## src/logic/rfid_cmd_pkg.sv

```systemverilog
// rfid command parser package
// command and phase encodings plus field widths of the supported tag commands
package rfid_cmd_pkg;

  // command codes found by the upstream decoder
  typedef enum logic [2:0] {
    CMD_NONE,
    CMD_QUERY,
    CMD_QUERYADJ,
    CMD_ACK,
    CMD_REQRN,
    CMD_READ,
    CMD_WRITE
  } cmd_e;

  // parser phases, one per field of a packet
  typedef enum logic [3:0] {
    PH_IDLE,
    PH_SEL,
    PH_SKIP,
    PH_Q,
    PH_UPDN,
    PH_BANK,
    PH_PTR,
    PH_WORDS,
    PH_DATA,
    PH_HANDLE,
    PH_DONE
  } phase_e;

  // handle, rn and write data share one width
  localparam int HANDLE_W = 16;
  localparam int PTR_W    = 7;
  localparam int WORDS_W  = 8;
  localparam int BANK_W   = 2;
  localparam int Q_W      = 4;
  localparam int UPDN_W   = 3;
  localparam int SEL_W    = 2;

  // ebv-8: one continue flag then seven value bits
  localparam int EBV_BYTE_W = 8;

  // bits ignored between fields
  localparam int QUERY_SKIP_LEN    = 7;
  localparam int QUERYADJ_SKIP_LEN = 2;

  localparam int FIFO_DEPTH = 4;

  // packed record, cmd in the msbs and write data in the lsbs
  localparam int CMD_REC_W = $bits(cmd_e) + 1 + SEL_W + Q_W + UPDN_W + BANK_W +
                             PTR_W + WORDS_W + HANDLE_W;

endpackage

```

## src/logic/handle_checker.sv

```systemverilog
// handle checker
// compares 16 serial bits, msb first, against the tag handle
`timescale 1ns/100ps

module handle_checker (
  input  logic                              bitinclk,
  input  logic                              reset,
  input  logic                              start,
  input  logic                              bit_en,
  input  logic                              bitin,
  input  logic [rfid_cmd_pkg::HANDLE_W-1:0] handle,
  output logic                              done,
  output logic                              ok
);
  import rfid_cmd_pkg::*;

  // position of the next bit, 0 is the handle msb
  logic [$clog2(HANDLE_W)-1:0] idx;
  // sticky, set by the first differing bit
  logic                        mismatch;

  always_ff @(posedge bitinclk or posedge reset) begin
    if (reset) begin
      idx      <= '0;
      mismatch <= 1'b0;
      done     <= 1'b0;
    end else if (start) begin
      idx      <= '0;
      mismatch <= 1'b0;
      done     <= 1'b0;
    end else if (bit_en && !done) begin
      idx <= idx + 1'b1;
      if (bitin != handle[HANDLE_W - 1 - int'(idx)]) begin
        mismatch <= 1'b1;
      end
      // 16th bit closes the compare
      if (int'(idx) == HANDLE_W - 1) begin
        done <= 1'b1;
      end
    end
  end

  // valid from the cycle after the last bit until the next start
  assign ok = done && !mismatch;

endmodule

```

## src/logic/ebv_pointer.sv

```systemverilog
// ebv-8 word pointer decoder
// skips bytes whose continue flag is set, keeps 7 value bits of the last byte
`timescale 1ns/100ps

module ebv_pointer (
  input  logic                           bitinclk,
  input  logic                           reset,
  input  logic                           start,
  input  logic                           bit_en,
  input  logic                           bitin,
  output logic                           done,
  output logic [rfid_cmd_pkg::PTR_W-1:0] ptr
);
  import rfid_cmd_pkg::*;

  // bit position inside the current byte, 0 holds the continue flag
  logic [$clog2(EBV_BYTE_W)-1:0] pos;
  // current byte had flag 0
  logic                          last;
  logic                          take;

  assign take = bit_en && !done;

  always_ff @(posedge bitinclk or posedge reset) begin
    if (reset) begin
      pos  <= '0;
      last <= 1'b0;
      done <= 1'b0;
    end else if (start) begin
      pos  <= '0;
      last <= 1'b0;
      done <= 1'b0;
    end else if (take) begin
      // byte counter wraps into the next byte
      pos <= pos + 1'b1;
      if (pos == '0) begin
        last <= !bitin;
      end
      if (last && int'(pos) == EBV_BYTE_W - 1) begin
        done <= 1'b1;
      end
    end
  end

  // value bits of the final byte, shifted in msb first
  always_ff @(posedge bitinclk) begin
    if (start) begin
      ptr <= '0;
    end else if (take && last && pos != '0) begin
      ptr <= {ptr[PTR_W-2:0], bitin};
    end
  end

  // pointer is final once done, until the next packet
  assert property (@(posedge bitinclk) disable iff (reset)
    done && !start |=> $stable(ptr));

endmodule

```

## src/logic/field_parser.sv

```systemverilog
// command field parser
// steps through the fields of one packet and holds the finished record
`timescale 1ns/100ps

module field_parser (
  input  logic                              bitinclk,
  input  logic                              reset,
  input  logic                              packet_start,
  input  rfid_cmd_pkg::cmd_e                packet_cmd,
  input  logic                              bitin,
  input  logic                              bit_valid,
  input  logic [rfid_cmd_pkg::HANDLE_W-1:0] currenthandle,
  input  logic [rfid_cmd_pkg::HANDLE_W-1:0] currentrn,
  input  logic                              rec_ready,
  output logic                              bit_ready,
  output logic                              rec_valid,
  output rfid_cmd_pkg::cmd_e                rec_cmd,
  output logic                              rec_handle_ok,
  output logic [rfid_cmd_pkg::SEL_W-1:0]    rec_sel,
  output logic [rfid_cmd_pkg::Q_W-1:0]      rec_q,
  output logic [rfid_cmd_pkg::UPDN_W-1:0]   rec_updn,
  output logic [rfid_cmd_pkg::BANK_W-1:0]   rec_bank,
  output logic [rfid_cmd_pkg::PTR_W-1:0]    rec_ptr,
  output logic [rfid_cmd_pkg::WORDS_W-1:0]  rec_words,
  output logic [rfid_cmd_pkg::HANDLE_W-1:0] rec_data
);
  import rfid_cmd_pkg::*;

  phase_e                      phase;
  cmd_e                        cmd;
  // bit index inside a fixed-length field
  logic [$clog2(HANDLE_W)-1:0] cnt;
  logic                        take;
  logic                        start;
  logic                        field_last;
  logic                        has_handle;
  logic                        ptr_done;
  logic                        hc_done;
  logic                        hc_ok;

  // first field of each command
  function automatic phase_e first_phase(cmd_e c);
    case (c)
      CMD_QUERY:           return PH_SEL;
      CMD_QUERYADJ:        return PH_SKIP;
      CMD_ACK, CMD_REQRN:  return PH_HANDLE;
      CMD_READ, CMD_WRITE: return PH_BANK;
      default:             return PH_IDLE;
    endcase
  endfunction

  // field order per command
  function automatic phase_e next_phase(phase_e ph, cmd_e c);
    case (ph)
      PH_SEL:            return PH_SKIP;
      PH_SKIP:           return (c == CMD_QUERY) ? PH_Q : PH_UPDN;
      PH_BANK:           return PH_PTR;
      PH_PTR:            return (c == CMD_READ) ? PH_WORDS : PH_DATA;
      PH_WORDS, PH_DATA: return PH_HANDLE;
      default:           return PH_DONE;
    endcase
  endfunction

  // length of fixed fields where data and handle both use HANDLE_W
  function automatic int field_len(phase_e ph, cmd_e c);
    case (ph)
      PH_SEL:   return SEL_W;
      PH_SKIP:  return (c == CMD_QUERY) ? QUERY_SKIP_LEN : QUERYADJ_SKIP_LEN;
      PH_Q:     return Q_W;
      PH_UPDN:  return UPDN_W;
      PH_BANK:  return BANK_W;
      PH_WORDS: return WORDS_W;
      default:  return HANDLE_W;
    endcase
  endfunction

  // high in idle to take packet_start and low while a record waits
  // and for the one cycle the pointer decoder needs to finish
  assign bit_ready  = (phase != PH_DONE) && !(phase == PH_PTR && ptr_done);
  // bits taken in idle carry no field and are ignored
  assign take       = bit_valid && bit_ready;
  assign start      = packet_start && phase == PH_IDLE;
  assign field_last = int'(cnt) == field_len(phase, cmd) - 1;
  assign has_handle = cmd inside {CMD_ACK, CMD_REQRN, CMD_READ, CMD_WRITE};

  always_ff @(posedge bitinclk or posedge reset) begin
    if (reset) begin
      phase <= PH_IDLE;
      cmd   <= CMD_NONE;
      cnt   <= '0;
    end else begin
      case (phase)
        PH_IDLE: begin
          if (packet_start) begin
            cmd   <= packet_cmd;
            phase <= first_phase(packet_cmd);
          end
        end
        // ebv length is open so wait for the decoder
        PH_PTR: begin
          if (ptr_done) begin
            phase <= next_phase(phase, cmd);
          end
        end
        PH_DONE: begin
          if (rec_ready) begin
            phase <= PH_IDLE;
          end
        end
        default: begin
          if (take) begin
            if (field_last) begin
              cnt   <= '0;
              phase <= next_phase(phase, cmd);
            end else begin
              cnt <= cnt + 1'b1;
            end
          end
        end
      endcase
    end
  end

  // field capture is cleared per packet so absent fields read 0
  always_ff @(posedge bitinclk) begin
    if (start) begin
      rec_sel   <= '0;
      rec_q     <= '0;
      rec_updn  <= '0;
      rec_bank  <= '0;
      rec_words <= '0;
      rec_data  <= '0;
    end else if (take) begin
      case (phase)
        PH_SEL:   rec_sel   <= {rec_sel[SEL_W-2:0], bitin};
        PH_Q:     rec_q     <= {rec_q[Q_W-2:0], bitin};
        PH_UPDN:  rec_updn  <= {rec_updn[UPDN_W-2:0], bitin};
        PH_BANK:  rec_bank  <= {rec_bank[BANK_W-2:0], bitin};
        PH_WORDS: rec_words <= {rec_words[WORDS_W-2:0], bitin};
        // write data arrives scrambled with the current rn
        PH_DATA:  rec_data  <= {rec_data[HANDLE_W-2:0],
                                bitin ^ currentrn[HANDLE_W - 1 - int'(cnt)]};
        default: ;
      endcase
    end
  end

  ebv_pointer i_ebv (
    .bitinclk (bitinclk),
    .reset    (reset),
    .start    (start),
    .bit_en   (take && phase == PH_PTR),
    .bitin    (bitin),
    .done     (ptr_done),
    .ptr      (rec_ptr)
  );

  handle_checker i_handle (
    .bitinclk (bitinclk),
    .reset    (reset),
    .start    (start),
    .bit_en   (take && phase == PH_HANDLE),
    .bitin    (bitin),
    .handle   (currenthandle),
    .done     (hc_done),
    .ok       (hc_ok)
  );

  assign rec_valid     = phase == PH_DONE;
  assign rec_cmd       = cmd;
  assign rec_handle_ok = has_handle ? hc_ok : 1'b1;

  // incoming bits leave a waiting record untouched until the fifo takes it
  assert property (@(posedge bitinclk) disable iff (reset)
    rec_valid && !rec_ready |=> rec_valid && $stable({rec_cmd, rec_handle_ok,
      rec_sel, rec_q, rec_updn, rec_bank, rec_ptr, rec_words, rec_data}));

  assert property (@(posedge bitinclk) disable iff (reset)
    packet_start |-> phase == PH_IDLE);

  // the checker must have seen all 16 bits before the record goes out
  assert property (@(posedge bitinclk) disable iff (reset)
    rec_valid && has_handle |-> hc_done);

endmodule

```

## src/logic/cmd_fifo.sv

```systemverilog
// command record fifo
// circular buffer of parsed records, oldest on the read side
`timescale 1ns/100ps

module cmd_fifo (
  input  logic                               bitinclk,
  input  logic                               reset,
  input  logic                               wr_valid,
  input  logic [rfid_cmd_pkg::CMD_REC_W-1:0] wr_data,
  input  logic                               rd_ready,
  output logic                               wr_ready,
  output logic                               rd_valid,
  output logic [rfid_cmd_pkg::CMD_REC_W-1:0] rd_data
);
  import rfid_cmd_pkg::*;

  logic [CMD_REC_W-1:0]            mem [FIFO_DEPTH];
  logic [$clog2(FIFO_DEPTH)-1:0]   wptr;
  logic [$clog2(FIFO_DEPTH)-1:0]   rptr;
  // occupancy, needs one value more than the pointers
  logic [$clog2(FIFO_DEPTH+1)-1:0] count;
  logic                            push;
  logic                            pop;

  assign wr_ready = int'(count) != FIFO_DEPTH;
  assign rd_valid = count != '0;
  assign rd_data  = mem[rptr];
  assign push     = wr_valid && wr_ready;
  assign pop      = rd_valid && rd_ready;

  always_ff @(posedge bitinclk or posedge reset) begin
    if (reset) begin
      wptr  <= '0;
      rptr  <= '0;
      count <= '0;
    end else begin
      if (push) begin
        wptr <= (int'(wptr) == FIFO_DEPTH - 1) ? '0 : wptr + 1'b1;
      end
      if (pop) begin
        rptr <= (int'(rptr) == FIFO_DEPTH - 1) ? '0 : rptr + 1'b1;
      end
      // simultaneous push and pop keep the count
      case ({push, pop})
        2'b10:   count <= count + 1'b1;
        2'b01:   count <= count - 1'b1;
        default: ;
      endcase
    end
  end

  always_ff @(posedge bitinclk) begin
    if (push) begin
      mem[wptr] <= wr_data;
    end
  end

  assert property (@(posedge bitinclk) disable iff (reset)
    int'(count) <= FIFO_DEPTH);

endmodule

```

## src/logic/cmd_dispatch.sv

```systemverilog
// command dispatch
// drops records that failed the handle check and registers the rest for the controller
`timescale 1ns/100ps

module cmd_dispatch (
  input  logic                               bitinclk,
  input  logic                               reset,
  input  logic                               rd_valid,
  input  logic [rfid_cmd_pkg::CMD_REC_W-1:0] rd_data,
  input  logic                               cmd_ready,
  output logic                               rd_ready,
  output logic                               cmd_valid,
  output rfid_cmd_pkg::cmd_e                 cmd_cmd,
  output logic [rfid_cmd_pkg::SEL_W-1:0]     cmd_sel,
  output logic [rfid_cmd_pkg::Q_W-1:0]       cmd_q,
  output logic [rfid_cmd_pkg::UPDN_W-1:0]    cmd_updn,
  output logic [rfid_cmd_pkg::BANK_W-1:0]    cmd_bank,
  output logic [rfid_cmd_pkg::PTR_W-1:0]     cmd_ptr,
  output logic [rfid_cmd_pkg::WORDS_W-1:0]   cmd_words,
  output logic [rfid_cmd_pkg::HANDLE_W-1:0]  cmd_data,
  output logic [7:0]                         drop_count
);
  import rfid_cmd_pkg::*;

  logic [$bits(cmd_e)-1:0] f_cmd;
  logic                    f_ok;
  logic [SEL_W-1:0]        f_sel;
  logic [Q_W-1:0]          f_q;
  logic [UPDN_W-1:0]       f_updn;
  logic [BANK_W-1:0]       f_bank;
  logic [PTR_W-1:0]        f_ptr;
  logic [WORDS_W-1:0]      f_words;
  logic [HANDLE_W-1:0]     f_data;
  logic                    pop;

  // record layout, cmd in the msbs
  assign {f_cmd, f_ok, f_sel, f_q, f_updn, f_bank, f_ptr, f_words, f_data} = rd_data;

  // output register free now or emptied this cycle
  assign rd_ready = !cmd_valid || cmd_ready;
  assign pop      = rd_valid && rd_ready;

  always_ff @(posedge bitinclk or posedge reset) begin
    if (reset) begin
      cmd_valid  <= 1'b0;
      drop_count <= '0;
    end else if (pop) begin
      cmd_valid <= f_ok;
      // failed handle, counted and never shown
      if (!f_ok && drop_count != 8'hff) begin
        drop_count <= drop_count + 8'd1;
      end
    end else if (cmd_ready) begin
      cmd_valid <= 1'b0;
    end
  end

  always_ff @(posedge bitinclk) begin
    if (pop && f_ok) begin
      cmd_cmd   <= cmd_e'(f_cmd);
      cmd_sel   <= f_sel;
      cmd_q     <= f_q;
      cmd_updn  <= f_updn;
      cmd_bank  <= f_bank;
      cmd_ptr   <= f_ptr;
      cmd_words <= f_words;
      cmd_data  <= f_data;
    end
  end

  // controller sees a steady command while it stalls
  assert property (@(posedge bitinclk) disable iff (reset)
    cmd_valid && !cmd_ready |=> cmd_valid && $stable({cmd_cmd, cmd_sel, cmd_q,
      cmd_updn, cmd_bank, cmd_ptr, cmd_words, cmd_data}));

endmodule

```

## src/logic/packet_parse_top.sv

```systemverilog
// packet parse top level
// parser feeds the record fifo, dispatch hands commands to the controller
`timescale 1ns/100ps

module packet_parse_top (
  input  logic                               bitinclk,
  input  logic                               reset,
  input  logic                               packet_start,
  input  rfid_cmd_pkg::cmd_e                 packet_cmd,
  input  logic                               bitin,
  input  logic                               bit_valid,
  output logic                               bit_ready,
  input  logic [rfid_cmd_pkg::HANDLE_W-1:0]  currenthandle,
  input  logic [rfid_cmd_pkg::HANDLE_W-1:0]  currentrn,
  input  logic                               cmd_ready,
  output logic                               cmd_valid,
  output rfid_cmd_pkg::cmd_e                 cmd_cmd,
  output logic [rfid_cmd_pkg::SEL_W-1:0]     cmd_sel,
  output logic [rfid_cmd_pkg::Q_W-1:0]       cmd_q,
  output logic [rfid_cmd_pkg::UPDN_W-1:0]    cmd_updn,
  output logic [rfid_cmd_pkg::BANK_W-1:0]    cmd_bank,
  output logic [rfid_cmd_pkg::PTR_W-1:0]     cmd_ptr,
  output logic [rfid_cmd_pkg::WORDS_W-1:0]   cmd_words,
  output logic [rfid_cmd_pkg::HANDLE_W-1:0]  cmd_data,
  output logic [7:0]                         drop_count
);
  import rfid_cmd_pkg::*;

  logic                 rec_valid;
  logic                 rec_ready;
  cmd_e                 rec_cmd;
  logic                 rec_handle_ok;
  logic [SEL_W-1:0]     rec_sel;
  logic [Q_W-1:0]       rec_q;
  logic [UPDN_W-1:0]    rec_updn;
  logic [BANK_W-1:0]    rec_bank;
  logic [PTR_W-1:0]     rec_ptr;
  logic [WORDS_W-1:0]   rec_words;
  logic [HANDLE_W-1:0]  rec_data;
  logic [CMD_REC_W-1:0] wr_data;
  logic                 rd_valid;
  logic                 rd_ready;
  logic [CMD_REC_W-1:0] rd_data;

  field_parser i_parser (
    .bitinclk      (bitinclk),
    .reset         (reset),
    .packet_start  (packet_start),
    .packet_cmd    (packet_cmd),
    .bitin         (bitin),
    .bit_valid     (bit_valid),
    .currenthandle (currenthandle),
    .currentrn     (currentrn),
    .rec_ready     (rec_ready),
    .bit_ready     (bit_ready),
    .rec_valid     (rec_valid),
    .rec_cmd       (rec_cmd),
    .rec_handle_ok (rec_handle_ok),
    .rec_sel       (rec_sel),
    .rec_q         (rec_q),
    .rec_updn      (rec_updn),
    .rec_bank      (rec_bank),
    .rec_ptr       (rec_ptr),
    .rec_words     (rec_words),
    .rec_data      (rec_data)
  );

  // same field order that dispatch unpacks
  assign wr_data = {rec_cmd, rec_handle_ok, rec_sel, rec_q, rec_updn, rec_bank,
                    rec_ptr, rec_words, rec_data};

  cmd_fifo i_fifo (
    .bitinclk (bitinclk),
    .reset    (reset),
    .wr_valid (rec_valid),
    .wr_data  (wr_data),
    .rd_ready (rd_ready),
    .wr_ready (rec_ready),
    .rd_valid (rd_valid),
    .rd_data  (rd_data)
  );

  cmd_dispatch i_dispatch (
    .bitinclk   (bitinclk),
    .reset      (reset),
    .rd_valid   (rd_valid),
    .rd_data    (rd_data),
    .cmd_ready  (cmd_ready),
    .rd_ready   (rd_ready),
    .cmd_valid  (cmd_valid),
    .cmd_cmd    (cmd_cmd),
    .cmd_sel    (cmd_sel),
    .cmd_q      (cmd_q),
    .cmd_updn   (cmd_updn),
    .cmd_bank   (cmd_bank),
    .cmd_ptr    (cmd_ptr),
    .cmd_words  (cmd_words),
    .cmd_data   (cmd_data),
    .drop_count (drop_count)
  );

endmodule

```

## config.mk

```make
export PLATFORM = sky130hd
export DESIGN_NAME = packet_parse_top
export DESIGN_NICKNAME = d
export VERILOG_FILES = /design/src/logic/rfid_cmd_pkg.sv /design/src/logic/handle_checker.sv /design/src/logic/ebv_pointer.sv /design/src/logic/field_parser.sv /design/src/logic/cmd_fifo.sv /design/src/logic/cmd_dispatch.sv /design/src/logic/packet_parse_top.sv
export SDC_FILE = /design/constraint.sdc
export NUM_CORES = 1
export LEC_CHECK = 0
export ABC_AREA = 1
export BUFFER_PORTS_ARGS = -buffer_cell sky130_fd_sc_hd__buf_2
export CORE_ASPECT_RATIO = 0.6
export CORE_UTILIZATION = 40
export DETAILED_ROUTE_END_ITERATION = 10
export MAX_ROUTING_LAYER = met4
export PLACE_DENSITY = 0.67
export SYNTH_ARGS = -nofsm -noshare
export SYNTH_HDL_FRONTEND = slang
export SYNTH_HIERARCHICAL = 1
export SYNTH_SLANG_ARGS = --single-unit
```

## constraint.sdc

```tcl
create_clock -name bitinclk -period 5.5 [get_ports bitinclk]
set_input_delay 0.55 -clock bitinclk [delete_from_list [all_inputs] [get_ports bitinclk]]
set_output_delay 0.55 -clock bitinclk [all_outputs]
set_load 0.02 [all_outputs]
```

Yosys cells after proc, flatten, opt, wreduce, memory -nomap -nowiden --
Memories as Yosys holds them, arrays and structs flattened. Cells that the tools add are included.
Cells by class: $add $sub $neg 11, multiply operators 0, divide/modulo/power cells 0, $lt $le $gt $ge 2, eq/ne operators 35, shift operators 0, multiplexer cells 43, bitwise operators 2, reduce and logical (&&, ||, !) cells 58
Operator list (number):
- $pmux 32 s5 | 1
- $mux 4 | 9
- $eq 5x32->1 | 1
- $lt 32x6->1 const B | 1
- $pmux 4 s4 | 2
- $sub 32x2->32 const B | 1
- $reduce_and 2->1 | 13
- $mux 1 | 21
- $eq 3x3->1 const B | 6
- $eq 4x3->1 const B | 4
- $logic_and 1x1->1 | 16
- $reduce_bool 2->1 | 8
- $eq 4x4->1 const B | 3
- $mux 3 | 4
- $pmux 4 s3 | 1
- $reduce_bool 4->1 | 3
- $sub 4x4->5 const A | 2
- $eq 3x1->1 const B | 3
- $eq 3x2->1 const B | 3
- $add 4x1->4 const B | 2
- $add 8x1->8 const B | 1
- $bmux 1 s4 | 2
- $eq 4x1->1 const B | 2
- $eq 4x2->1 const B | 2
- 23 further kinds | 40
Storage, ports and cells: register bits 125, latch bits 0, RAM bits 184, ROM bits 0, input port bits 41, output and inout bits 55, logic and storage cells 181, memories kept 1
Memory list:
- i_fifo.mem | words 4, bits a word 46, rd ports 1, clocked after memory_dff 0, write ports 1, RTL line cmd_fifo.sv:17 | logic [CMD_REC_W-1:0] mem [FIFO_DEPTH];

Logic depth before layout (Yosys ltp) --
Gate-level depths: netlist of the first run.
depth after elaboration 9, depth in mapped cells 18, mapped depth without buffers 17

Modules after synthesis --
The synthesis of the first run kept the hierarchy.
Modules (own cells, without submodules):
- cmd_fifo | instances 1, cells an instance 596, area an instance 8042.7 sq um, seq. area each 5700.5 sq um
- field_parser | instances 1, cells an instance 343, area an instance 2491.1 sq um, seq. area each 975.9 sq um
- cmd_dispatch | instances 1, cells an instance 120, area an instance 1890.6 sq um, seq. area each 1576.5 sq um
- ebv_pointer | instances 1, cells an instance 79, area an instance 645.6 sq um, seq. area each 265.3 sq um
- handle_checker | instances 1, cells an instance 84, area an instance 481.7 sq um, seq. area each 150.1 sq um

Worst setup path before layout of the first run --
OpenSTA, ideal clock, no wires.
path kind flip-flop to flip-flop, start register i_fifo.rptr[0], end register i_dispatch/cmd_bank[0] in the netlist's numbering (enable), library setup time 0.447 ns, data arrival time 2.961 ns, data required time 5.053 ns, slack 2.092 ns, stages on the path, launching flop included 9, buffers on the path 3, clock period less this slack 3.408 ns, cell sequence dfrtp_1 buf_6 buf_8 buf_6 nand2_1 o211ai_1 nand2_1 inv_1 nor2_1
Between the ends: word-level cells in the longest chain between the ends 2
RTL lines:
- start, declared | RTL line cmd_fifo.sv:19 | logic [$clog2(FIFO_DEPTH)-1:0] rptr;
- start signal, assigned | RTL line cmd_fifo.sv:41 | rptr <= (int'(rptr) == FIFO_DEPTH - 1) ? '0 : rptr + 1'b1;
- $mem_v2 4x46
- named net rd_data[42] | RTL line packet_parse_top.sv:43 | logic [CMD_REC_W-1:0] rd_data;
- $logic_and 1x1->1 | RTL line cmd_dispatch.sv:59 | if (pop && f_ok) begin
- end signal, assigned | RTL line cmd_dispatch.sv:64 | cmd_bank <= f_bank;
- end, declared | RTL line cmd_dispatch.sv:17 | output logic [rfid_cmd_pkg::BANK_W-1:0] cmd_bank,
The timed path passes the listed nets, and every way through them passes these cells. A chain may end at the register's enable or synchronous reset.

Worst setup path in the final report of the first run --
start register i_parser.phase[2], end register i_parser.i_ebv.pos[2]
Between the ends: word-level cells in the longest chain between the ends 8, elaborated cells on any way between the ends 12, classes of those cells eq/ne: 2; mux: 1; reduce/logical: 9
RTL lines:
- start, declared | RTL line field_parser.sv:29 | phase_e phase;
- start signal, assigned | RTL line field_parser.sv:96 | phase <= first_phase(packet_cmd);
- start signal, assigned | RTL line field_parser.sv:102 | phase <= next_phase(phase, cmd);
- start signal, assigned | RTL line field_parser.sv:114 | phase <= next_phase(phase, cmd);
- $eq 4x3->1 | RTL line field_parser.sv:79, field_parser.sv:152
- $logic_and 1x1->1 | RTL line field_parser.sv:79 | assign bit_ready = (phase != PH_DONE) && !(phase == PH_PTR && ptr_done);
- $logic_not 1->1 | RTL line field_parser.sv:79
- $logic_and 1x1->1 | RTL line field_parser.sv:79
- $logic_and 1x1->1 | RTL line field_parser.sv:81 | assign take = bit_valid && bit_ready;
- $logic_and 1x1->1 | RTL line field_parser.sv:152 | .bit_en (take && phase == PH_PTR),
- $logic_and 1x1->1 | RTL line ebv_pointer.sv:22 | assign take = bit_en && !done;
- $reduce_bool 2->1 (no line)
- end signal, assigned | RTL line ebv_pointer.sv:35 | pos <= pos + 1'b1;
- end, declared | RTL line ebv_pointer.sv:17 | logic [$clog2(EBV_BYTE_W)-1:0] pos;
Parallel ways exist; a longest one is shown, timed or not.

==> results of run 1 <==
==> tightest hold or removal path: stages <==
cell     delay, ps
buf_2           70
inv_1           40
nand2_2        100
o21ai_0         90
==> report_power, final <==
| group | leakage (µW) | switching (µW) | internal [µW] |
|---|---|---|---|
| clock | 0.000468 | 862 | 1160 |
| combinational | 0.00288 | 1850 | 853 |
| sequential | 0.00296 | 398 | 3210 |
| total | 0.00631 | 3110 | 5220 |
==> Yosys cell counts (all sizes together) <==
cell type  count
nand2        284
edfxtp       229
inv          180
nor2         131
o211ai        96
o21ai         49
nand3         47
dfxtp         42
buf           39
dfrtp         38
a21oi         30
ha            14
nand4         12
clkbuf         6
nor3           5
xor2           5
nand3b         4
a211oi         2
nor4           2
xnor2          2
a22oi          1
fa             1
o21a           1
o221ai         1
o32ai          1
==> flip-flops by register name (all words and copies together), names as in the netlist, 7 cells and up <==
name                   count
i_dispatch/cmd_data       16
i_fifo/mem               184
i_parser/i_ebv/ptr         7
i_dispatch/cmd_ptr         7
i_parser/rec_words         8
i_dispatch/drop_count      8
i_dispatch/cmd_words       8
i_parser/rec_data         16
==> layer usage <==
| metal | GRT usage | up-vias |
|---|---|---|
| met4 | 0.0287 | 0 |
| met3 | 0.0311 | 31 |
| met5 | - | - |
| met1 | 0.238 | 4027 |
| li1 | - | 4288 |
| met2 | 0.236 | 169 |
==> cell type report <==
class / instances / area, µm² / share of cell area
clock inverter: 10 / 119 / 0.00776
sequential: 309 / 8670 / 0.566
multi-input combinational: 688 / 3880 / 0.253
timing repair buffer: 106 / 561 / 0.0366
clock buffer: 44 / 843 / 0.0551
inverter: 180 / 678 / 0.0443
tap: 450 / 563 / 0.0368
==> what timing repair did <==
action                                  4_1_cts  5_1_grt
hold endpoints to repair                     11        0
hold buffers                                  1        0
endpoints found under the setup margin        0        0
==> worst max-delay path by stage <==
stage | start | end | slack, ps
6_report | i_parser/phase[2] | i_parser/i_ebv/pos[2] | 2290
5_1_grt | i_parser/phase[2] | i_parser/i_ebv/pos[2] | 2040
3_5_place_dp | i_parser/phase[2] | i_parser/i_ebv/pos[2] | 2270
2_1_floorplan | i_fifo/rptr[0] | i_dispatch/cmd_bank[0] | 2090
4_1_cts | i_parser/phase[2] | i_parser/i_ebv/pos[2] | 2290
3_3_place_gp | i_parser/phase[2] | i_parser/i_ebv/pos[2] | 2390
==> logic make-up (layout without fill, tap and decap cells) <==
| logic type | after synthesis | after routing |
|---|---|---|
| and+or+nand+nor | 485 | 485 |
| AOI/OAI and AO/OA | 181 | 181 |
| xor gates and xnor gates | 7 | 7 |
| adders and majority gates | 15 | 15 |
| DFF | 309 | 309 |
| buffers and inverters | 225 | 340 |
==> metrics by stage <==
stage,util,setup slack (ps),total power (µW),cell area [µm²],std cells
global placement,0.436,2390,6320,14300,1732
global route,0.466,2040,8870,15300,1787
CTS,0.466,2290,8410,15300,1787
floorplan,-,2090,5710,13600,1222
finish,0.466,2290,8330,15300,1787
detailed placement,0.436,2270,6380,14300,1732
==> summary.md, run 1 <==
| Metric | Value |
|---|---|
| Status | `finished, final reports clean` |
| Die Y-Extent | `145 µm` |
| Yosys top cell area share | `0.507` |
| Synth Warn # | `6` |
| CP bufs+invs | `4` |
| Post-CTS setup buffer count | `0` |
| Rel. slew slack | `0.336` |
| Worst-path cell chain | `inv_2 > nand2_2 > nor2_2 > nand2_1 > inv_1 > buf_4 > inv_1 > nand2_1 > o21ai_0` |
| Post-DRT Antenna Nets | `0` |
| Hold Crit Class | `primary input to flop` |
| CTS Sinks | `309` |
| Critical R2R Launch | `i_parser/phase[2]` |
| Final period util | `0.584` |
| Fill cells | `2,978` |
| Flop-to-flop setup slack | `2290 ps` |
| Clock Skew | `13.1 ps` |
| Commonest non-fill, non-tap cell in the layout | `nand2_1` |
| Hold Vio Cnt, Final | `0` |
| Adder-cell share of the synthesized area | `0.0144` |
| Clock transition at the registers of the reported paths | `70 ps` |
| Via count | `8,515` |
| Simple-gate share of the synthesized area | `0.161` |
| Antenna violations before repair | `0` |
| Fmax | `311 MHz` |
| Worst slew pin tran | `993 ps` |
| Most frequent cells in the layout | `nand2_1 (268), edfxtp_1 (229), inv_1 (166)` |
| Avg Inst Size Synth | `11.1 µm²` |
| Syn Std Cell Area | `0.0136 mm²` |
| Gr usage total | `0.163` |
| DP Wirelength | `16.9 mm` |
| Root buf cell | `clkbuf_16` |
| Routability cong. | `0.848` |
| Minimum hold slack | `333 ps` |
| Wire per inst | `14.9 µm` |
| Multiplexer share of the synthesized area | `0` |
| Routed WL | `26.7 mm` |
| DRT met1 WL | `13.7 mm` |
| Cells after Synth | `1,222` |
| I/O Buffers | `95` |
| Skew-Pair Late Insertion Delay | `570 ps` |
| Net count after synthesis | `1,278` |
| Lkg Pwr | `0.00631 µW` |
| Vias in the first global route | `7,917` |
| Hold worst-path end | `i_dispatch/cmd_valid` |
| First-pass GRT wire length | `42.6 mm` |
| DRC Markers | `0` |
| Final slew viol count | `0` |
| Nets | `1,370` |
| Hold_sp | `cmd_ready` |
| Diode count | `0` |
| DRT iter0 DRCs | `562` |
| Area Growth Syn to Fin | `13.0%` |
| Die width | `240 µm` |
| Worst setup EP type | `flop` |
| Worst EP arrival | `3660 ps` |
| Synth area leader | `edfxtp_1` |
| Post-synthesis cell type count | `44` |
| Routed wire length on met2 | `11.2 mm` |
| # setup viols final | `0` |
| CTS resizes | `0` |
| Max-cap violations | `0` |
| Rows | `51` |
| Htree depth | `1` |
| Setup TNS | `0 ps` |
| Worst R2R Path Depth | `9` |
| Worst path required time | `5950 ps` |
| Die ar. | `0.0346 mm²` |
| Largest family of logic cells by synthesized area | `simple AND/OR/NAND/NOR gates` |
| Maximum vdd ir drop | `0.272 mV` |
| Max layer used | `met4` |
| Synth Area in Compound Gates | `0.103` |
| RR Endpoint | `i_parser/i_ebv/pos[2]` |
| Post-synthesis sequential area ratio | `0.640` |
| Pwr dens | `544 mW/mm²` |
| Yosys reg bits | `309` |
| Xor-xnor portion of the synthesized cell area | `0.00452` |
| Critical Path Start Type | `flop` |
| Total CTS buffers | `29` |
| # IOs | `96` |
| CTS tree | `yes` |
| Family with the most delay on the worst path | `buffers and inverters` |
| Unrepaired setup endpoints after global routing | `no` |
| Core area | `0.0329 mm²` |
| CTS Buffer Depth | `3` |
| Largest cells by area after synthesis | `edfxtp_1 (51%), nand2_1 (7.4%), dfrtp_1 (7.0%), dfxtp_1 (6.2%), inv_1 (4.6%)` |
| Critical path depth | `9` |
| Post-route minimum period | `3210 ps` |
| Via-per-instance ratio | `4.76` |
| Grt ovf | `0` |
| Crit path max fanout | `30` |
| Slowest cell delay on critical path | `670 ps` |
| Met3 routed wirelength | `1.43 mm` |
| Layout cells sized above 1 | `0.193` |
| Max stage delay cell, worst path | `nand2_1` |
| Initial Utilization | `0.412` |
| Crit path kind | `flop to flop` |
| Drt first pass iters | `5` |
| Largest net degree at the start of global routing | `74` |
| Hold Path Cell Cnt | `4` |
Note: power is estimated with default switching activity, not from simulation.
==> run 2, diff against run 1 <==
- clock period: 5.5 -> 3.28 ns (I/O delays scaled with it)
==> run 2 against run 1 <==
Against the previous run: utilization rose by 0.26 points; non-clock buffer count rose by 1; critical path depth rose by 8; flip-flop and latch count stayed put; via count grew 2.0%; clock power grew 69%; combinational power up 74%; die area unchanged; critical path type unchanged; critical endpoint is now i_parser/phase[2]; largest cell class unchanged; highest routed layer unchanged.
==> summary.md, run 2 (synthesized netlist as in run 1, its figures left out) <==
| Metric | Value |
|---|---|
| CTS Buffer Depth | `3 (unchanged)` |
| Die width | `240 µm (unchanged)` |
| First-pass GRT wire length | `43.0 mm (was 42.6 mm)` |
| Largest net degree at the start of global routing | `177 (was 74)` |
| Post-route minimum period | `2740 ps (was 3210 ps)` |
| Nets | `1,371 (was 1,370)` |
| Hold_buf cts | `1 (unchanged)` |
| Grt ovf | `0 (unchanged)` |
| Die Y-Extent | `145 µm (unchanged)` |
| Worst R2R Path Depth | `17 (was 9)` |
| Largest reg by FF count | `i_fifo/mem (unchanged)` |
| Initial Utilization | `0.412 (unchanged)` |
| Worst Setup SP | `i_parser/phase[2] (unchanged)` |
| Critical R2R Launch | `i_parser/phase[2] (unchanged)` |
| Commonest non-fill, non-tap cell in the layout | `nand2_1 (unchanged)` |
| Rows | `51 (unchanged)` |
| Final period util | `0.834 (was 0.584)` |
| Maximum vdd ir drop | `0.533 mV (was 0.272 mV)` |
| Max FFs per register | `184 (unchanged)` |
| Hold Vio Cnt, Final | `0 (unchanged)` |
| Hold Crit Class | `primary input to flop (unchanged)` |
| RR Endpoint | `i_parser/phase[2] (was i_parser/i_ebv/pos[2])` |
| Worst EP arrival | `3180 ps (was 3660 ps)` |
| DRC Markers | `0 (unchanged)` |
| CTS tree | `yes (unchanged)` |
| Vias in the first global route | `8,036 (was 7,917)` |
| I/O Buffers | `95 (unchanged)` |
| Worst setup EP type | `flop (unchanged)` |
| Area Growth Syn to Fin | `13.6% (was 13.0%)` |
| Design Area, Final | `0.0154 mm² (was 0.0153 mm²)` |
| Core area | `0.0329 mm² (unchanged)` |
| Largest regs | `i_fifo/mem: 184 flops, i_dispatch/cmd_data: 16 flops, i_parser/rec_data: 16 flops (unchanged)` |
| Crit path kind | `flop to flop (unchanged)` |
| Htree depth | `1 (unchanged)` |
| Die ar. | `0.0346 mm² (unchanged)` |
| Crit path max fanout | `8 (was 30)` |
| Layout cells sized above 1 | `0.192 (was 0.193)` |
| Most frequent cells in the layout | `nand2_1 (268), edfxtp_1 (229), inv_1 (166) (unchanged)` |
| Routability cong. | `0.859 (was 0.848)` |
| Critical Path Start Type | `flop (unchanged)` |
| DP Wirelength | `16.6 mm (was 16.9 mm)` |
| Max-cap violations | `0 (unchanged)` |
| Post-CTS setup buffer count | `0 (unchanged)` |
| Diode count | `0 (unchanged)` |
| Post-place instance area | `0.0144 mm² (was 0.0143 mm²)` |
| CTS Sinks | `309 (unchanged)` |
| Lkg Pwr | `0.00633 µW (was 0.00631 µW)` |
| Final slew viol count | `0 (unchanged)` |
| Critical path destination | `i_parser/phase[2] (was i_parser/i_ebv/pos[2])` |
| Root buf cell | `clkbuf_16 (unchanged)` |
| Total CTS buffers | `29 (unchanged)` |
| Worst path required time | `3720 ps (was 5950 ps)` |
| DRT iter0 DRCs | `662 (was 562)` |
| Flop-to-flop setup slack | `540 ps (was 2290 ps)` |
| Fmax | `365 MHz (was 311 MHz)` |
| Drt first pass iters | `5 (unchanged)` |
| Clock Skew | `20.8 ps (was 13.1 ps)` |
| Antenna violations before repair | `2 (was 0)` |
| # setup viols final | `0 (unchanged)` |
| Status | `finished, final reports clean (unchanged)` |
| CTS resizes | `0 (unchanged)` |
| Hold Path Cell Cnt | `4 (unchanged)` |
| Pwr dens | `914 mW/mm² (was 544 mW/mm²)` |
| Unrepaired setup endpoints after global routing | `no (unchanged)` |
| Post-DRT Antenna Nets | `0 (unchanged)` |
| Final Util | `0.469 (was 0.466)` |
| Via count | `8,688 (was 8,515)` |
| Gr usage total | `0.162 (was 0.163)` |
| Via-per-instance ratio | `4.86 (was 4.76)` |
| Wire per inst | `15.1 µm (was 14.9 µm)` |
| # IOs | `96 (unchanged)` |
| Rel. slew slack | `0.415 (was 0.336)` |
| Worst slew pin tran | `878 ps (was 993 ps)` |
| Clock transition at the registers of the reported paths | `60 ps (was 70 ps)` |
| Skew-Pair Late Insertion Delay | `570 ps (about the same)` |
| Routed WL | `26.9 mm (was 26.7 mm)` |
-- run 2: cell types whose count changed in the layout (fill, tap and decap cells not counted), sizes merged --
cell    delta
clkbuf     -4
bufinv     +2
clkinv     +2
buf        +1
-- run 2: worst min path at each step --
stage | slack (ps) | startpoint | end
floorplan | 110 | reset | i_parser/i_ebv/done
global placement | 350 | reset | i_parser/i_handle/idx[0]
detailed placement | 350 | reset | i_parser/i_ebv/done
CTS | 100 | cmd_ready | i_dispatch/cmd_valid
global route | 140 | packet_cmd[0] | i_parser/rec_cmd[0]
finish | 120 | cmd_ready | i_dispatch/cmd_valid
-- run 2: report_power, final --
group | switching, µW | total, µW | leakage, µW | internal [µW]
Combinational | 3220 | 4700 | 0.00290 | 1480
Clock | 1430 | 3420 | 0.000465 | 1980
Sequential | 574 | 5950 | 0.00296 | 5380
Total | 5230 | 14100 | 0.00633 | 8840
-- run 2: per-layer routing --
metal	up-vias	global-route usage	routed length, µm
met3	32	0.0279	1400
met4	0	0.0256	352
met5	-	-	0
li1	4294	-	-
met1	4161	0.239	13700
met2	201	0.238	11500
-- run 2: layout make-up --
class,count,area (µm²)
clock buffer,40,777
clock inverter,14,186
fill,2976,17500
inverter,180,678
multi-input combinational,688,3880
sequential,309,8670
tap,450,563
timing repair buffer,107,643
-- run 2: critical path: stages (launching register included) --
cell,delay [ps]
dfrtp_1,540
nor2_1,150
nand3_1,100
nor2_1,170
nor2_1,80
ha_1,220
nand3_2,100
a21oi_1,60
ha_1,310
nand2_1,50
nor3_1,130
nand3_1,140
nor2_4,140
nand4_2,90
nand2_2,130
nand2_2,80
nand2_1,80
nand2_1,60
-- run 2: through the flow --
stage	setup WS, ps	hold WS [ps]	setup TNS (ps)	instances	power [µW]
floorplan	-43.4	107	-7980	1222	9580
global placement	585	353	0	1733	10700
detailed placement	537	355	0	1733	10800
CTS	530	99.8	0	1788	14200
global route	270	137	0	1788	15000
finish	543	125	0	1788	14100
==> run 3, diff against run 2 <==
- clock period: 3.28 -> 2.6 ns (I/O delays scaled with it)
==> run 3 against run 2 <==
Against the previous run: die area stayed put; worst hold slack worse by 93 ps; clock skew is 5.6 ps lower; flip-flop and latch count stayed put; non-clock buffer count is 14 higher; sequential power is 26% higher; sequential share of layout area is 0.91 points lower; critical endpoint unchanged; largest power group unchanged.
==> summary.md, run 3 (synthesized netlist as in run 1, its figures left out) <==
| Metric | Value |
|---|---|
| Status | `finished, final reports clean (unchanged)` |
| Finished Layout Cells | `1,802 (was 1,788)` |
| Wire per inst | `14.9 µm (was 15.1 µm)` |
| Max stage delay cell, worst path | `dfrtp_2 (was dfrtp_1)` |
| Via-per-instance ratio | `4.82 (was 4.86)` |
| Crit path max fanout | `5 (was 8)` |
| Dpl ws | `-13.4 ps (was 537 ps)` |
| Clock transition at the registers of the reported paths | `60 ps (about the same)` |
| DP Wirelength | `16.6 mm (about the same)` |
| Max FFs per register | `184 (unchanged)` |
| Layout cells sized above 1 | `0.217 (was 0.192)` |
| Routability cong. | `0.845 (was 0.859)` |
| DRT iter0 DRCs | `630 (was 662)` |
| Worst setup EP type | `flop (unchanged)` |
| Hold Crit Class | `primary input to flop (unchanged)` |
| Slowest cell delay on critical path | `450 ps (was 540 ps)` |
| Max-cap violations | `0 (unchanged)` |
| Grt ovf | `0 (unchanged)` |
| Commonest non-fill, non-tap cell in the layout | `nand2_1 (unchanged)` |
| CTS Sinks | `309 (unchanged)` |
| Largest net degree at the start of global routing | `92 (was 177)` |
| Post-route minimum period | `2430 ps (was 2740 ps)` |
| Initial Utilization | `0.412 (unchanged)` |
| Diode count | `0 (unchanged)` |
| Pwr dens | `1170 mW/mm² (was 914 mW/mm²)` |
| DRC Markers | `0 (unchanged)` |
| Largest regs | `i_fifo/mem: 184 flops, i_dispatch/cmd_data: 16 flops, i_parser/rec_data: 16 flops (unchanged)` |
| Worst setup margin | `167 ps (was 543 ps)` |
| Skew-Pair Late Insertion Delay | `560 ps (was 570 ps)` |
| # IOs | `96 (unchanged)` |
| Hold Vio Cnt, Final | `0 (unchanged)` |
| Nets | `1,385 (was 1,371)` |
| Worst slew pin tran | `843 ps (was 878 ps)` |
| # setup viols final | `0 (unchanged)` |
| Gr usage total | `0.162 (about the same)` |
| CTS tree | `yes (unchanged)` |
| Die ar. | `0.0346 mm² (unchanged)` |
| I/O Buffers | `95 (unchanged)` |
| Die width | `240 µm (unchanged)` |
| Die Y-Extent | `145 µm (unchanged)` |
| Area Growth Syn to Fin | `15.5% (was 13.6%)` |
| Antenna violations before repair | `0 (was 2)` |
| Critical Path Start Type | `flop (unchanged)` |
| Post-place instance area | `0.0145 mm² (was 0.0144 mm²)` |
| Rel. slew slack | `0.438 (was 0.415)` |
| Inst Count DP | `1,745 (was 1,733)` |
| CTS Buffer Depth | `3 (unchanged)` |
| Root buf cell | `clkbuf_16 (unchanged)` |
| Worst-path cell chain | `nor2_4 > inv_2 > nor2_4 > nor2_2 > ha_2 > nand3_2 > a21oi_2 > ha_1 > nand2_1 > nor3_2 > nand3_2 > nor2_4 > nand4_4 > nand2_4 > nand2_4 > nand2_1 > nand2_1 (was nor2_1 > nand3_1 > nor2_1 > nor2_1 > ha_1 > nand3_2 > a21oi_1 > ha_1 > nand2_1 > nor3_1 > nand3_1 > nor2_4 > nand4_2 > nand2_2 > nand2_2 > nand2_1 > nand2_1)` |
| Most frequent cells in the layout | `nand2_1 (266), edfxtp_1 (229), inv_1 (166) (was nand2_1 (268), edfxtp_1 (229), inv_1 (166))` |
| Worst EP arrival | `2880 ps (was 3180 ps)` |
| Final slew viol count | `0 (unchanged)` |
| Total CTS buffers | `29 (unchanged)` |
| Setup TNS | `0 ps (unchanged)` |
| Drt first pass iters | `6 (was 5)` |
| Htree depth | `1 (unchanged)` |
| Fill cells | `2,909 (was 2,976)` |
| Clock Skew | `15.2 ps (was 20.8 ps)` |
| Design Area, Final | `0.0157 mm² (was 0.0154 mm²)` |
| Post-DRT Antenna Nets | `0 (unchanged)` |
| Final period util | `0.936 (was 0.834)` |
| Rows | `51 (unchanged)` |
| Fmax | `411 MHz (was 365 MHz)` |
| Largest reg by FF count | `i_fifo/mem (unchanged)` |
| Routed WL | `26.8 mm (was 26.9 mm)` |
| Lkg Pwr | `0.00646 µW (was 0.00633 µW)` |
| Maximum vdd ir drop | `0.571 mV (was 0.533 mV)` |
| Core area | `0.0329 mm² (unchanged)` |
| Crit path kind | `flop to flop (unchanged)` |
| Via count | `8,690 (was 8,688)` |
| First-pass GRT wire length | `42.8 mm (was 43.0 mm)` |
| Vias in the first global route | `8,140 (was 8,036)` |
| Worst path required time | `3040 ps (was 3720 ps)` |
| Total power | `18,300 µW (was 14,100 µW)` |
## run 3: cell types whose count changed in the layout (fill, tap and decap cells not counted), sizes merged
cell      change
buf          +14
clkbuf        -7
clkinv        +4
bufinv        +2
clkinvlp      +1
## run 3: report_power, final
| group | total, µW | leakage [µW] | switching (µW) | internal (µW) |
|---|---|---|---|---|
| registers | 7490 | 0.00296 | 703 | 6790 |
| logic | 6260 | 0.00299 | 4210 | 2040 |
| clock network | 4510 | 0.000506 | 1820 | 2690 |
| total | 18300 | 0.00646 | 6740 | 11500 |
## run 3: repair_timing
action / 4_1_cts / 5_1_grt
endpoints found under the hold margin: 38 / 0
pin swaps: 0 / 4
buffers inserted: 0 / 2
cloned: 0 / 0
endpoints found under the setup margin: 4 / 8
hold buffers: 1 / 0
resized for setup: 1 / 19
## run 3: area by class of cell
cell class | instances | area (µm²) | share of cell area
Inverter | 180 | 678 | 0.0433
Multi-Input combinational cell | 688 | 3950 | 0.252
Timing Repair Buffer | 121 | 761 | 0.0486
Sequential cell | 309 | 8680 | 0.554
Tap cell | 450 | 563 | 0.0360
Clock inverter | 21 | 280 | 0.0179
Clock buffer | 33 | 751 | 0.0479
## run 3: worst paths after layout
path / startpoint / endpoint / slack (ps) / cells past startpoint
worst min-delay path: packet_cmd[1] / i_parser/rec_cmd[1] / 30 / 3
max in group asynchronous: reset / i_parser/phase[1] / 1900 / 3
worst min register to register: i_fifo/count[0] / i_fifo/count[0] / 490 / 1
worst max-delay path: i_parser/phase[0] / i_parser/phase[2] / 170 / 17
worst max register to register: i_parser/phase[0] / i_parser/phase[2] / 170 / 17
min in group asynchronous: reset / i_parser/i_ebv/pos[0] / 250 / 3
## run 3: per-layer routing
metal | global-route usage | share of wire | vias to the layer above
met5 | - | 0 | -
met4 | 0.0297 | 0.016 | 0
met3 | 0.0282 | 0.049 | 43
met2 | 0.237 | 0.42 | 209
met1 | 0.238 | 0.51 | 4114
li1 | - | - | 4324
## run 3: critical path: cells and delay by family, from the launching register on
kind | cells | cell delay (ps)
buffers and inverters | 1 | 60
AO/OA/AOI/OAI | 1 | 50
flip-flops | 1 | 450
AND/OR/NAND/NOR | 13 | 1300
adder cells (fa/ha/maj) | 2 | 460
## run 3: per-stage QoR
stage                      util  hold WS, ps
after detailed placement  0.442          287
after global placement    0.442          288
final                     0.476         32.3
after floorplan               -         38.5
after CTS                 0.474         6.79
after global routing      0.476         52.0
